==> config.mk <==
export PLATFORM = sky130hd
export DESIGN_NAME = vram_reg_top
export DESIGN_NICKNAME = d
export VERILOG_FILES = /design/src/source/vram_regs_pkg.sv /design/src/source/bus_sync.sv /design/src/source/tick_timer.sv /design/src/source/vram_access.sv /design/src/source/reg_file.sv /design/src/source/vram_reg_top.sv
export VERILOG_INCLUDE_DIRS = /design/src /design/src/source
export SDC_FILE = /design/constraint.sdc
export NUM_CORES = 1
export LEC_CHECK = 0
export BUFFER_PORTS_ARGS = -buffer_cell sky130_fd_sc_hd__buf_2
export CORE_AREA = 8 8 217 219
export DETAILED_ROUTE_END_ITERATION = 8
export DIE_AREA = 0 0 225 227
export HOLD_SLACK_MARGIN = 0.06
export PLACE_DENSITY = 0.41
export SYNTH_ARGS = -nofsm -noshare
export SYNTH_HDL_FRONTEND = slang
export SYNTH_SLANG_ARGS = --single-unit
==> constraint.sdc <==
create_clock -name clk -period 3.88 [get_ports clk]
set_clock_uncertainty 0.2 [all_clocks]
set_input_delay 0.194 -clock clk [delete_from_list [all_inputs] [get_ports clk]]
set_output_delay 0.194 -clock clk [all_outputs]
set_load 0.005 [all_outputs]
==> src/source/vram_regs_consts.svh <==
// register numbers and fixed values for the vram register interface, include where needed
`ifndef VRAM_REGS_CONSTS_SVH
`define VRAM_REGS_CONSTS_SVH

// host register numbers
`define REG_SYS_CTRL    4'd0        // status bits and write mask
`define REG_TIMER       4'd2        // 1/10 ms tick counter

// vram port registers
`define REG_RD_INCR     4'd6        // added to rd addr after each read
`define REG_RD_ADDR     4'd7        // odd byte write starts a read
`define REG_WR_INCR     4'd8        // added to wr addr after each write
`define REG_WR_ADDR     4'd9        // vram write address
`define REG_DATA        4'd10       // write data in, read data out

// clocks per timer tick, 10 MHz / 10 kHz
`define TIMER_DIV       1000

// all nibbles enabled out of reset
`define WRMASK_RESET    4'hF

// SYS_CTRL bit that shows a vram access in flight
`define BUSY_BIT        15

`endif

==> src/source/vram_regs_pkg.sv <==
// shared data types for the vram register interface, imported by each block that needs them
package vram_regs_pkg;

    // host bus data byte
    typedef logic [7:0] byte_t;

    // register or vram data word
    typedef logic [15:0] word_t;

    // vram word address
    typedef logic [15:0] addr_t;

    // host register number
    typedef logic [3:0] reg_num_t;

    // nibble write enables, bit 3 is the top nibble
    typedef logic [3:0] wrmask_t;

    // vram request sequencer states
    typedef enum logic [1:0] {
        ACC_IDLE,   // waiting for a request
        ACC_READ,   // read in flight
        ACC_WRITE   // write in flight
    } access_state_t;

endpackage

==> src/source/bus_sync.sv <==
// synchronizes the async host bus and turns a chip select fall into one read or write strobe
`timescale 1ns/100ps

module bus_sync (
    input  logic                     clk,
    input  logic                     reset_i,
    input  logic                     bus_cs_n_i,      // chip select, active low
    input  logic                     bus_rd_nwr_i,    // 1 = read
    input  logic                     bus_bytesel_i,   // 0 = even (high) byte
    input  vram_regs_pkg::reg_num_t  bus_reg_num_i,
    input  vram_regs_pkg::byte_t     bus_data_i,
    output logic                     write_strobe_o,  // one clock per write access
    output logic                     read_strobe_o,   // one clock per read access
    output logic                     bytesel_o,
    output vram_regs_pkg::reg_num_t  reg_num_o,
    output vram_regs_pkg::byte_t     data_o
);

    import vram_regs_pkg::*;

    logic cs_meta;      // first sync stage
    logic cs_sync;      // second sync stage
    logic cs_prev;      // delayed copy for edge detect
    logic cs_fall;      // chip select just went low

    assign cs_fall = cs_prev & ~cs_sync;  // high to low seen on synced cs

    // two flop synchronizer plus edge history
    always_ff @(posedge clk) begin
        if (reset_i) begin
            cs_meta <= 1'b1;    // bus idle
            cs_sync <= 1'b1;
            cs_prev <= 1'b1;
        end else begin
            cs_meta <= bus_cs_n_i;
            cs_sync <= cs_meta;
            cs_prev <= cs_sync;
        end
    end

    // strobes and held access fields
    always_ff @(posedge clk) begin
        if (reset_i) begin
            write_strobe_o <= 1'b0;
            read_strobe_o  <= 1'b0;
            bytesel_o      <= 1'b0;
            reg_num_o      <= '0;
        end else begin
            write_strobe_o <= cs_fall & ~bus_rd_nwr_i;
            read_strobe_o  <= cs_fall & bus_rd_nwr_i;
            if (cs_fall) begin
                bytesel_o <= bus_bytesel_i;   // host holds these while cs low
                reg_num_o <= bus_reg_num_i;
            end
        end
    end

    // write byte, only meaningful with write strobe
    always_ff @(posedge clk) begin
        if (cs_fall) begin
            data_o <= bus_data_i;
        end
    end

endmodule

==> src/source/tick_timer.sv <==
// free running 1/10 ms tick counter with a low byte latch for consistent two byte reads
`timescale 1ns/100ps

`include "vram_regs_consts.svh"

module tick_timer (
    input  logic                  clk,
    input  logic                  reset_i,
    input  logic                  latch_i,        // high byte being read
    output vram_regs_pkg::word_t  timer_o,        // live tick count
    output vram_regs_pkg::byte_t  latch_byte_o    // low byte held at latch time
);

    import vram_regs_pkg::*;

    localparam int DIV_W = $clog2(`TIMER_DIV);

    logic [DIV_W-1:0] div_cnt;   // clocks within current tick
    logic             tick;      // last clock of a tick

    assign tick = (div_cnt == DIV_W'(`TIMER_DIV - 1));

    // divider and tick count
    always_ff @(posedge clk) begin
        if (reset_i) begin
            div_cnt <= '0;
            timer_o <= '0;
        end else if (tick) begin
            div_cnt <= '0;
            timer_o <= timer_o + 16'd1;   // wraps after 6.5 s
        end else begin
            div_cnt <= div_cnt + 1'b1;
        end
    end

    // low byte snapshot
    always_ff @(posedge clk) begin
        if (reset_i) begin
            latch_byte_o <= '0;
        end else if (latch_i) begin
            latch_byte_o <= timer_o[7:0];
        end
    end

endmodule

==> src/source/vram_access.sv <==
// sequences one vram read or write at a time, holding the request until the vram acknowledges
`timescale 1ns/100ps

module vram_access (
    input  logic                    clk,
    input  logic                    reset_i,
    input  logic                    rd_req_i,       // read request strobe
    input  logic                    wr_req_i,       // write request strobe
    input  vram_regs_pkg::addr_t    req_addr_i,
    input  vram_regs_pkg::word_t    req_data_i,     // write data
    input  vram_regs_pkg::wrmask_t  wrmask_i,
    input  logic                    vram_ack_i,     // access complete
    input  vram_regs_pkg::word_t    vram_data_i,    // valid with ack
    output logic                    vram_sel_o,
    output logic                    vram_wr_o,
    output vram_regs_pkg::addr_t    vram_addr_o,
    output vram_regs_pkg::word_t    vram_data_o,
    output vram_regs_pkg::wrmask_t  vram_wrmask_o,
    output logic                    rd_done_o,      // read data ready
    output logic                    wr_done_o,      // write finished
    output vram_regs_pkg::word_t    rd_data_o,
    output logic                    busy_o
);

    import vram_regs_pkg::*;

    access_state_t state;
    logic          accept;   // new request taken this clock

    assign accept = (state == ACC_IDLE) & (rd_req_i | wr_req_i);  // dropped when busy
    assign busy_o = (state != ACC_IDLE);

    always_ff @(posedge clk) begin
        if (reset_i) begin
            state      <= ACC_IDLE;
            vram_sel_o <= 1'b0;
            vram_wr_o  <= 1'b0;
            rd_done_o  <= 1'b0;
            wr_done_o  <= 1'b0;
        end else begin
            rd_done_o <= 1'b0;
            wr_done_o <= 1'b0;
            case (state)
                ACC_IDLE: begin
                    if (wr_req_i) begin           // write wins if both arrive
                        state      <= ACC_WRITE;
                        vram_sel_o <= 1'b1;
                        vram_wr_o  <= 1'b1;
                    end else if (rd_req_i) begin
                        state      <= ACC_READ;
                        vram_sel_o <= 1'b1;
                        vram_wr_o  <= 1'b0;
                    end
                end
                ACC_READ: begin
                    if (vram_ack_i) begin
                        state      <= ACC_IDLE;
                        vram_sel_o <= 1'b0;
                        rd_done_o  <= 1'b1;
                    end
                end
                ACC_WRITE: begin
                    if (vram_ack_i) begin
                        state      <= ACC_IDLE;
                        vram_sel_o <= 1'b0;
                        vram_wr_o  <= 1'b0;
                        wr_done_o  <= 1'b1;
                    end
                end
                default: state <= ACC_IDLE;
            endcase
        end
    end

    // request fields and returned data
    always_ff @(posedge clk) begin
        if (accept) begin
            vram_addr_o   <= req_addr_i;
            vram_data_o   <= req_data_i;
            vram_wrmask_o <= wrmask_i;
        end
        if ((state == ACC_READ) && vram_ack_i) begin
            rd_data_o <= vram_data_i;   // held until next read
        end
    end

endmodule

==> src/source/reg_file.sv <==
// host visible registers, byte write decode, read mux and vram address auto increment
`timescale 1ns/100ps

`include "vram_regs_consts.svh"

module reg_file (
    input  logic                     clk,
    input  logic                     reset_i,
    input  logic                     write_strobe_i,
    input  logic                     read_strobe_i,
    input  logic                     bytesel_i,       // 0 = even (high) byte
    input  vram_regs_pkg::reg_num_t  reg_num_i,
    input  vram_regs_pkg::byte_t     wr_byte_i,
    output vram_regs_pkg::byte_t     rd_byte_o,       // selected byte of addressed reg
    input  vram_regs_pkg::word_t     timer_i,
    input  vram_regs_pkg::byte_t     latch_byte_i,
    output logic                     timer_latch_o,   // snapshot timer low byte
    input  logic                     busy_i,
    input  logic                     rd_done_i,
    input  logic                     wr_done_i,
    input  vram_regs_pkg::word_t     rd_data_i,
    output logic                     rd_req_o,
    output logic                     wr_req_o,
    output vram_regs_pkg::addr_t     req_addr_o,
    output vram_regs_pkg::word_t     req_data_o,
    output vram_regs_pkg::wrmask_t   wrmask_o
);

    import vram_regs_pkg::*;

    word_t rd_incr;      // RD_INCR
    addr_t rd_addr;      // RD_ADDR
    word_t wr_incr;      // WR_INCR
    addr_t wr_addr;      // WR_ADDR
    byte_t data_even;    // DATA high byte waiting for odd byte
    word_t rd_word;      // last word read from vram
    word_t sys_word;     // SYS_CTRL read value
    word_t rd_mux;       // addressed register
    logic  mem_busy;     // request anywhere between here and done

    // covers the request and done clocks around the sequencer busy
    assign mem_busy = busy_i | rd_req_o | wr_req_o | rd_done_i | wr_done_i;

    // only a high byte read of TIMER freezes the low byte
    assign timer_latch_o = read_strobe_i & ~bytesel_i & (reg_num_i == `REG_TIMER);

    always_comb begin
        sys_word            = '0;
        sys_word[`BUSY_BIT] = mem_busy;
        sys_word[3:0]       = wrmask_o;
    end

    always_comb begin
        case (reg_num_i)
            `REG_SYS_CTRL: rd_mux = sys_word;
            `REG_TIMER:    rd_mux = {timer_i[15:8], latch_byte_i};   // live high, latched low
            `REG_RD_INCR:  rd_mux = rd_incr;
            `REG_RD_ADDR:  rd_mux = rd_addr;
            `REG_WR_INCR:  rd_mux = wr_incr;
            `REG_WR_ADDR:  rd_mux = wr_addr;
            `REG_DATA:     rd_mux = rd_word;
            default:       rd_mux = '0;   // unused numbers read zero
        endcase
    end

    assign rd_byte_o = bytesel_i ? rd_mux[7:0] : rd_mux[15:8];

    always_ff @(posedge clk) begin
        if (reset_i) begin
            rd_incr  <= '0;
            rd_addr  <= '0;
            wr_incr  <= '0;
            wr_addr  <= '0;
            wrmask_o <= `WRMASK_RESET;
            rd_req_o <= 1'b0;
            wr_req_o <= 1'b0;
        end else begin
            rd_req_o <= 1'b0;
            wr_req_o <= 1'b0;

            // step addresses when the access completes
            if (rd_done_i) begin
                rd_addr <= rd_addr + rd_incr;
            end
            if (wr_done_i) begin
                wr_addr <= wr_addr + wr_incr;
            end

            if (write_strobe_i) begin
                case (reg_num_i)
                    `REG_SYS_CTRL: begin
                        if (bytesel_i) begin
                            wrmask_o <= wr_byte_i[3:0];   // even byte has no writable bits
                        end
                    end
                    `REG_RD_INCR: begin
                        if (!bytesel_i) rd_incr[15:8] <= wr_byte_i;
                        else            rd_incr[7:0]  <= wr_byte_i;
                    end
                    `REG_RD_ADDR: begin
                        if (!bytesel_i) begin
                            rd_addr[15:8] <= wr_byte_i;
                        end else begin
                            rd_addr[7:0] <= wr_byte_i;
                            rd_req_o     <= 1'b1;                          // read new address
                            req_addr_o   <= {rd_addr[15:8], wr_byte_i};
                        end
                    end
                    `REG_WR_INCR: begin
                        if (!bytesel_i) wr_incr[15:8] <= wr_byte_i;
                        else            wr_incr[7:0]  <= wr_byte_i;
                    end
                    `REG_WR_ADDR: begin
                        if (!bytesel_i) wr_addr[15:8] <= wr_byte_i;
                        else            wr_addr[7:0]  <= wr_byte_i;
                    end
                    `REG_DATA: begin
                        if (bytesel_i) begin
                            wr_req_o   <= 1'b1;                            // odd byte commits
                            req_addr_o <= wr_addr;
                            req_data_o <= {data_even, wr_byte_i};
                        end
                    end
                    default: ;
                endcase
            end

            // odd byte read of DATA fetches the next word
            if (read_strobe_i && bytesel_i && (reg_num_i == `REG_DATA)) begin
                rd_req_o   <= 1'b1;
                req_addr_o <= rd_addr;
            end
        end
    end

    // held DATA even byte and last returned word
    always_ff @(posedge clk) begin
        if (write_strobe_i && !bytesel_i && (reg_num_i == `REG_DATA)) begin
            data_even <= wr_byte_i;
        end
        if (rd_done_i) begin
            rd_word <= rd_data_i;
        end
    end

endmodule

==> src/source/vram_reg_top.sv <==
// top level of the host register interface, connects bus sync, registers, timer and vram sequencer
`timescale 1ns/100ps

module vram_reg_top (
    input  logic                     clk,
    input  logic                     reset_i,
    input  logic                     bus_cs_n_i,      // host chip select, active low
    input  logic                     bus_rd_nwr_i,    // 1 = read
    input  vram_regs_pkg::reg_num_t  bus_reg_num_i,
    input  logic                     bus_bytesel_i,   // 0 = even (high) byte
    input  vram_regs_pkg::byte_t     bus_data_i,
    output vram_regs_pkg::byte_t     bus_data_o,
    input  logic                     vram_ack_i,
    input  vram_regs_pkg::word_t     vram_data_i,
    output logic                     vram_sel_o,
    output logic                     vram_wr_o,
    output vram_regs_pkg::addr_t     vram_addr_o,
    output vram_regs_pkg::word_t     vram_data_o,
    output vram_regs_pkg::wrmask_t   vram_wrmask_o
);

    import vram_regs_pkg::*;

    logic     write_strobe, read_strobe, bytesel;   // bus_sync to reg_file
    reg_num_t reg_num;
    byte_t    wr_byte;
    word_t    timer;                                // timer to reg_file
    byte_t    latch_byte;
    logic     timer_latch;
    logic     rd_req, wr_req;                       // reg_file to vram_access
    addr_t    req_addr;
    word_t    req_data;
    wrmask_t  wrmask;
    logic     rd_done, wr_done, busy;               // vram_access back to reg_file
    word_t    rd_data;

    bus_sync u_bus_sync (
        .clk(clk), .reset_i(reset_i),
        .bus_cs_n_i(bus_cs_n_i), .bus_rd_nwr_i(bus_rd_nwr_i),
        .bus_bytesel_i(bus_bytesel_i), .bus_reg_num_i(bus_reg_num_i), .bus_data_i(bus_data_i),
        .write_strobe_o(write_strobe), .read_strobe_o(read_strobe),
        .bytesel_o(bytesel), .reg_num_o(reg_num), .data_o(wr_byte)
    );

    tick_timer u_tick_timer (
        .clk(clk), .reset_i(reset_i),
        .latch_i(timer_latch), .timer_o(timer), .latch_byte_o(latch_byte)
    );

    reg_file u_reg_file (
        .clk(clk), .reset_i(reset_i),
        .write_strobe_i(write_strobe), .read_strobe_i(read_strobe), .bytesel_i(bytesel),
        .reg_num_i(reg_num), .wr_byte_i(wr_byte), .rd_byte_o(bus_data_o),
        .timer_i(timer), .latch_byte_i(latch_byte), .timer_latch_o(timer_latch),
        .busy_i(busy), .rd_done_i(rd_done), .wr_done_i(wr_done), .rd_data_i(rd_data),
        .rd_req_o(rd_req), .wr_req_o(wr_req), .req_addr_o(req_addr),
        .req_data_o(req_data), .wrmask_o(wrmask)
    );

    vram_access u_vram_access (
        .clk(clk), .reset_i(reset_i),
        .rd_req_i(rd_req), .wr_req_i(wr_req), .req_addr_i(req_addr),
        .req_data_i(req_data), .wrmask_i(wrmask),
        .vram_ack_i(vram_ack_i), .vram_data_i(vram_data_i),
        .vram_sel_o(vram_sel_o), .vram_wr_o(vram_wr_o), .vram_addr_o(vram_addr_o),
        .vram_data_o(vram_data_o), .vram_wrmask_o(vram_wrmask_o),
        .rd_done_o(rd_done), .wr_done_o(wr_done), .rd_data_o(rd_data), .busy_o(busy)
    );

endmodule

# == Word level (Yosys, flattened, before mapping) ==
# Cells that the tools add are included.
# totals
register_bits,236
latchBits,0
mem_bits_rw,0
mem_bits_ro,0
inputBits,34
output_inout_bits,46
word_cells,131
memories,0
# op_classes
addsub,4
multipliers,0
div,0
magnitude_cmp,0
eq_ne,14
n_shift,0
mux,33
bitwise_logic,19
n_reduce_logical,28
# ops
op,count
$mux W16,10
$pmux W16 S7,1
$mux W8,5
$add A16 B16 Y16,2
$pmux W16 S2,1
$reduce_and A3 Y1,7
$add A16 B1 Y16 const B,1
$eq A4 B4 Y1 const B,3
$add A10 B1 Y10 const B,1
$eq A10 B10 Y1 const B,1
$mux W1,10
$eq A4 B3 Y1 const B,2
$not A1 Y1,8
$reduce_bool A2 Y1,4
$reduce_or A2 Y1,4
$and A1 B1 Y1,6
$mux W2,3
$ne A3 B3 Y1 const B,2
$logic_and A1 B1 Y1,5
$or A1 B1 Y1,5
$reduce_and A5 Y1,1
$eq A4 B2 Y1 const B,1
$logic_not A4 Y1,1
$pmux W1 S2,2
12 further kinds,12

# == Logic depth before layout (Yosys ltp) ==
# logic_depth
word_depth,7
mapped_depth,9
mapped_depth_nobuf,9

# == Cells and area by module ==
# Synthesis repeated with hierarchy kept, for this count alone.
# hier_totals
hier_cells,1008
hier_area_um2,10825.4
# modules_own_cells
module,n_inst,cells_per_inst,area_each_um2,seq_area_each_um2
reg_file,1,720,6857.8,3083.0
vram_access,1,88,1878.1,1681.6
tick_timer,1,160,1461.4,680.7
bus_sync,1,40,628.1,440.4

# == Worst setup path after synthesis ==
# No wires, ideal clock.
# synth_timing
kind,reg2reg
start,register u_bus_sync.reg_num_o[2]
end,"register u_reg_file.req_data_o[0], enable pin"
setup_time_ps,430
arrival_time_ps,2297
required_time_ps,3250
slack_ps,953
path_stages_with_launch,4
n_path_buf,1
synth_period_minus_slack_ps,2927
cell_sequence,dfxtp_1 > buf_2 > nand2b_1 > nor4_1
# synth_via
elab_chain_len,2
# synth_lines
item,line,text
start: declaration,bus_sync.sv:15,"output vram_regs_pkg::reg_num_t reg_num_o,"
start signal: assignment,bus_sync.sv:53,reg_num_o <= bus_reg_num_i;
$eq A4 B4 Y1,reg_file.sv:90,case (reg_num_i)
$reduce_and A4 Y1 (no source line),--,
end signal: assignment,reg_file.sv:121,"req_data_o <= {data_even, wr_byte_i};"
end: declaration,reg_file.sv:25,"output vram_regs_pkg::word_t req_data_o,"
# No other way between the ends.
# A chain may end at the register's enable or synchronous reset.

# == Worst setup path in the final report ==
# layout_timing
start,register u_bus_sync.reg_num_o[2]
end,output bus_data_o[0]
# layout_via
elab_chain_len,3
elab_cells_between_ends,9
cone_classes,6 x eq/ne; 2 x mux; 1 x reduce/logical
# layout_lines
item,line,text
$eq A4 B4 Y1 (tied with other cells),reg_file.sv:54,case (reg_num_i)
$pmux W16 S7 *,reg_file.sv:54,
$mux W8 *,reg_file.sv:66,assign rd_byte_o = bytesel_i ? rd_mux[7:0] : rd_mux[15:8];
end: declaration,vram_reg_top.sv:12,"output vram_regs_pkg::byte_t bus_data_o,"
# Mark *: on every way between the ends. The rest lies on a longest branch, timed or not.

==> impl_metrics.env <==
export IMPL_tritoncts="done"
export IMPL_synth_edf_count=116
export IMPL_wire_per_inst_um=19.10
export IMPL_fin_util_pct=30.07
export IMPL_hpwlAfterDp_um=23570
export IMPL_relSlewSlack_pct=30.87
export IMPL_finalCriticalPeriod_ns=3.376
export IMPL_viasPerCell=4.686
export IMPL_synth_cell_types=68
export IMPL_synth_area_per_cell_um2=10.71
export IMPL_grt_usage_pct=12.87
export IMPL_postSynth_asyncResetShare_pct=0
export IMPL_wl_met3_um=1836
export IMPL_grt_max_degree=54
export IMPL_worst_pin_slew_ns=1.037
export IMPL_io_buffers=79
export IMPL_grt_pass1_vias=8011
export IMPL_syn_inst=1005
export IMPL_ys_seq_area_share_pct=54.68
export IMPL_fp_row_count=77
export IMPL_syn_area_mm2=0.01076
export IMPL_dpl_cell_area_mm2=0.01188
export IMPL_worstPathArrival_ns=2.98
export IMPL_n_antenna_cell=0
export IMPL_post_route_period_util_pct=87.01
export IMPL_die_area_mm2=0.05108
export IMPL_drv_cap=0
export IMPL_drt_first_pass_iters=5
export IMPL_max_freq_mhz=296.2
export IMPL_overflow=0
export IMPL_clk_pin_slew_ns=0.06
export IMPL_synth_top_area_cell="edfxtp_1"
export IMPL_die_x_um=225
export IMPL_root_buffer="clkbuf_16"
export IMPL_setup_tns_ns=0
export IMPL_initial_utilization_pct=24.66
export IMPL_finalHoldViolCount=0
export IMPL_crit_path_end_kind="primary output"
export IMPL_totalWireLength_um=33060
export IMPL_fin_cells=1731
export IMPL_drt_iter0_markers=687
export IMPL_antenna_found_initial=0
export IMPL_critPathMaxFanout=19
export IMPL_clock_sinks=236
export IMPL_required_ns=3.49
export IMPL_ys_ff_latch=236
export IMPL_status="complete, no violations"
export IMPL_wl_met1_um=16420
export IMPL_final_fill_count=4534
export IMPL_area_delta_synth_final_pct=21.91
export IMPL_clk_latency_ns=0.54
export IMPL_finalInstanceArea_mm2=0.01312
export IMPL_power_leakage_nw=4.771
export IMPL_synth_top_area_share_pct=32.36
export IMPL_slew_violations=0
export IMPL_gp_congestion=0.8908
export IMPL_ant_nets=0
export IMPL_drc=0
export IMPL_core_mm2=0.04364
export IMPL_setup_viol=0
export IMPL_ir_worst_vdd_mv=0.2651
export IMPL_dp_cells=1644
export IMPL_drive_gt1_share_pct=15.63
export IMPL_die_height_um=227
export IMPL_h_tree_depth=1
export IMPL_dr_wl_met2_um=14160
export IMPL_top_layer="met4"
export IMPL_rsz0062_at_grt="no"
export IMPL_grt_first_pass_wirelength_um=50480
export IMPL_syn_nets=1076
export IMPL_cts_buffer_depth=3
export IMPL_nets=1190
export IMPL_critPathKind="reg -> out"
export IMPL_cts_buffers=27
export IMPL_cp_start_kind="flip-flop"
export IMPL_ys_flop_type="dfxtp_1"
export IMPL_ys_warn_count=0
export IMPL_post_cts_setup_buffers=0
export IMPL_num_vias=8111
export IMPL_pin_count=80
export IMPL_hold_class="in -> reg"
export IMPL_p_per_area_mw_per_mm2=398.7
export IMPL_synth_area_top_cells="edfxtp_1 32%, dfxtp_1 22%, mux2i_1 4.4%, ha_1 4.1%, nor2_1 3.8%"
metal layers:
metal,vias up,track usage [%]
met5,-,0
met4,0,2.912
met1,3892,18.67
li1,3950,-
met2,228,19.64
met3,41,2.357
final timing paths:
check | startpoint | to | slack, ns | cells past startpoint
worst max-delay path | u_bus_sync.reg_num_o[2] | bus_data_o[0] | 0.50 | 7
worst min-delay path | vram_data_i[4] | u_vram_access.rd_data_o[4] | 0.17 | 2
worst max register to register | u_bus_sync.reg_num_o[2] | u_reg_file.rd_addr[14] | 1.00 | 7
worst min register to register | u_reg_file.req_data_o[3] | u_vram_access.vram_data_o[3] | 0.22 | 0
where the power goes:
part,internal (mW),total (mW),switching (mW)
Clock,1.46,2.47,1.01
Combinational,0.0623,0.132,0.0696
Sequential,2.61,2.63,0.0230
Total,4.13,5.23,1.11
registers in the layout, summed over array words and instances (netlist names), 2 cells and up:
register                     flops
u_reg_file.rd_addr              16
u_reg_file.rd_incr              16
u_reg_file.rd_word              16
u_reg_file.req_addr_o           16
u_reg_file.req_data_o           16
u_reg_file.wr_addr              16
u_reg_file.wr_incr              16
u_tick_timer.timer_o            16
u_vram_access.rd_data_o         16
u_vram_access.vram_addr_o       16
u_vram_access.vram_data_o       16
u_tick_timer.div_cnt            10
u_bus_sync.data_o                8
u_reg_file.data_even             8
u_tick_timer.latch_byte_o        8
u_bus_sync.reg_num_o             4
u_reg_file.wrmask_o              4
u_vram_access.vram_wrmask_o      4
u_vram_access.state              2
synthesized netlist by cell type, drive strengths merged (12+ instances only):
library cell and count:
dfxtp 120, edfxtp 116, nor2 110, nand2 104, a21oi 75, mux2i 47
clkbuf 41, nand3 38, ha 35, a211oi 32, o21ai 25, xnor2 24
xor2 17, a22oi 16, buf 15, inv 13, a221oi 12, nand2b 12
repair_timing:
action                    4_1_cts  5_1_grt
gates resized for setup         0        0
hold endpoints to repair       56        0
hold buffers                   38        0
worst max-delay path, cell delays in order (launching register included):
cell and delay [ns]:
dfxtp_1 0.49, nand2_1 0.16, nor2_1 0.13, and2_1 0.70, a221oi_1 0.23, a31o_2 0.25
a41oi_1 0.29, buf_2 0.19
area by class of cell:
class	instances	area [um2]	share of cell area, %
Inverter	13	48.80	0.3719
Sequential cell	236	5887	44.87
Tap cell	592	740.7	5.645
Clock buffer	39	780.7	5.950
Timing Repair Buffer	141	958.4	7.304
Clock inverter	10	81.33	0.6198
Multi-Input combinational cell	700	4624	35.24
cells in the final DEF, fill, tap and decap left out, types with 7 or more instances in the layout:
cell | Yosys | final
inv_1 | 13 | 13
mux2_2 | 9 | 9
nand2_1 | 104 | 104
a211oi_1 | 32 | 32
buf_4 | 0 | 25
mux2i_1 | 47 | 47
nand2b_1 | 12 | 12
a221oi_1 | 12 | 12
buf_2 | 11 | 78
nor2b_1 | 9 | 9
clkbuf_16 | 0 | 27
dlygate4sd3_1 | 0 | 38
a21oi_1 | 74 | 73
ha_1 | 35 | 35
a21o_1 | 11 | 11
xnor2_1 | 24 | 24
xor2_1 | 17 | 17
nand3_1 | 36 | 36
a22oi_1 | 16 | 16
nand4_1 | 7 | 7
dfxtp_1 | 120 | 119
a222oi_1 | 8 | 8
o21ai_0 | 22 | 22
edfxtp_1 | 116 | 116
nor2_1 | 110 | 108
and3_1 | 8 | 8
a211o_1 | 7 | 7
logic make-up after synthesis:
group	synth area share, %
compound gates	14.92
xor+xnor	3.336
fa+ha+maj	4.441
buf+inv	2.534
flops	54.68
mux	5.417
simple gates	14.67
through the flow:
step | power [mW] | setup slack [ns] | hold WS [ns]
after floorplan | 2.728 | 0.9526 | 0.06555
after global placement | 2.789 | 1.100 | 0.1717
after detailed placement | 2.789 | 1.018 | 0.1721
after CTS | 5.321 | 0.4421 | 0.1424
after global routing | 5.431 | 0.2673 | 0.1521
final | 5.232 | 0.5041 | 0.1664
Power figures use the tool's default switching activity.
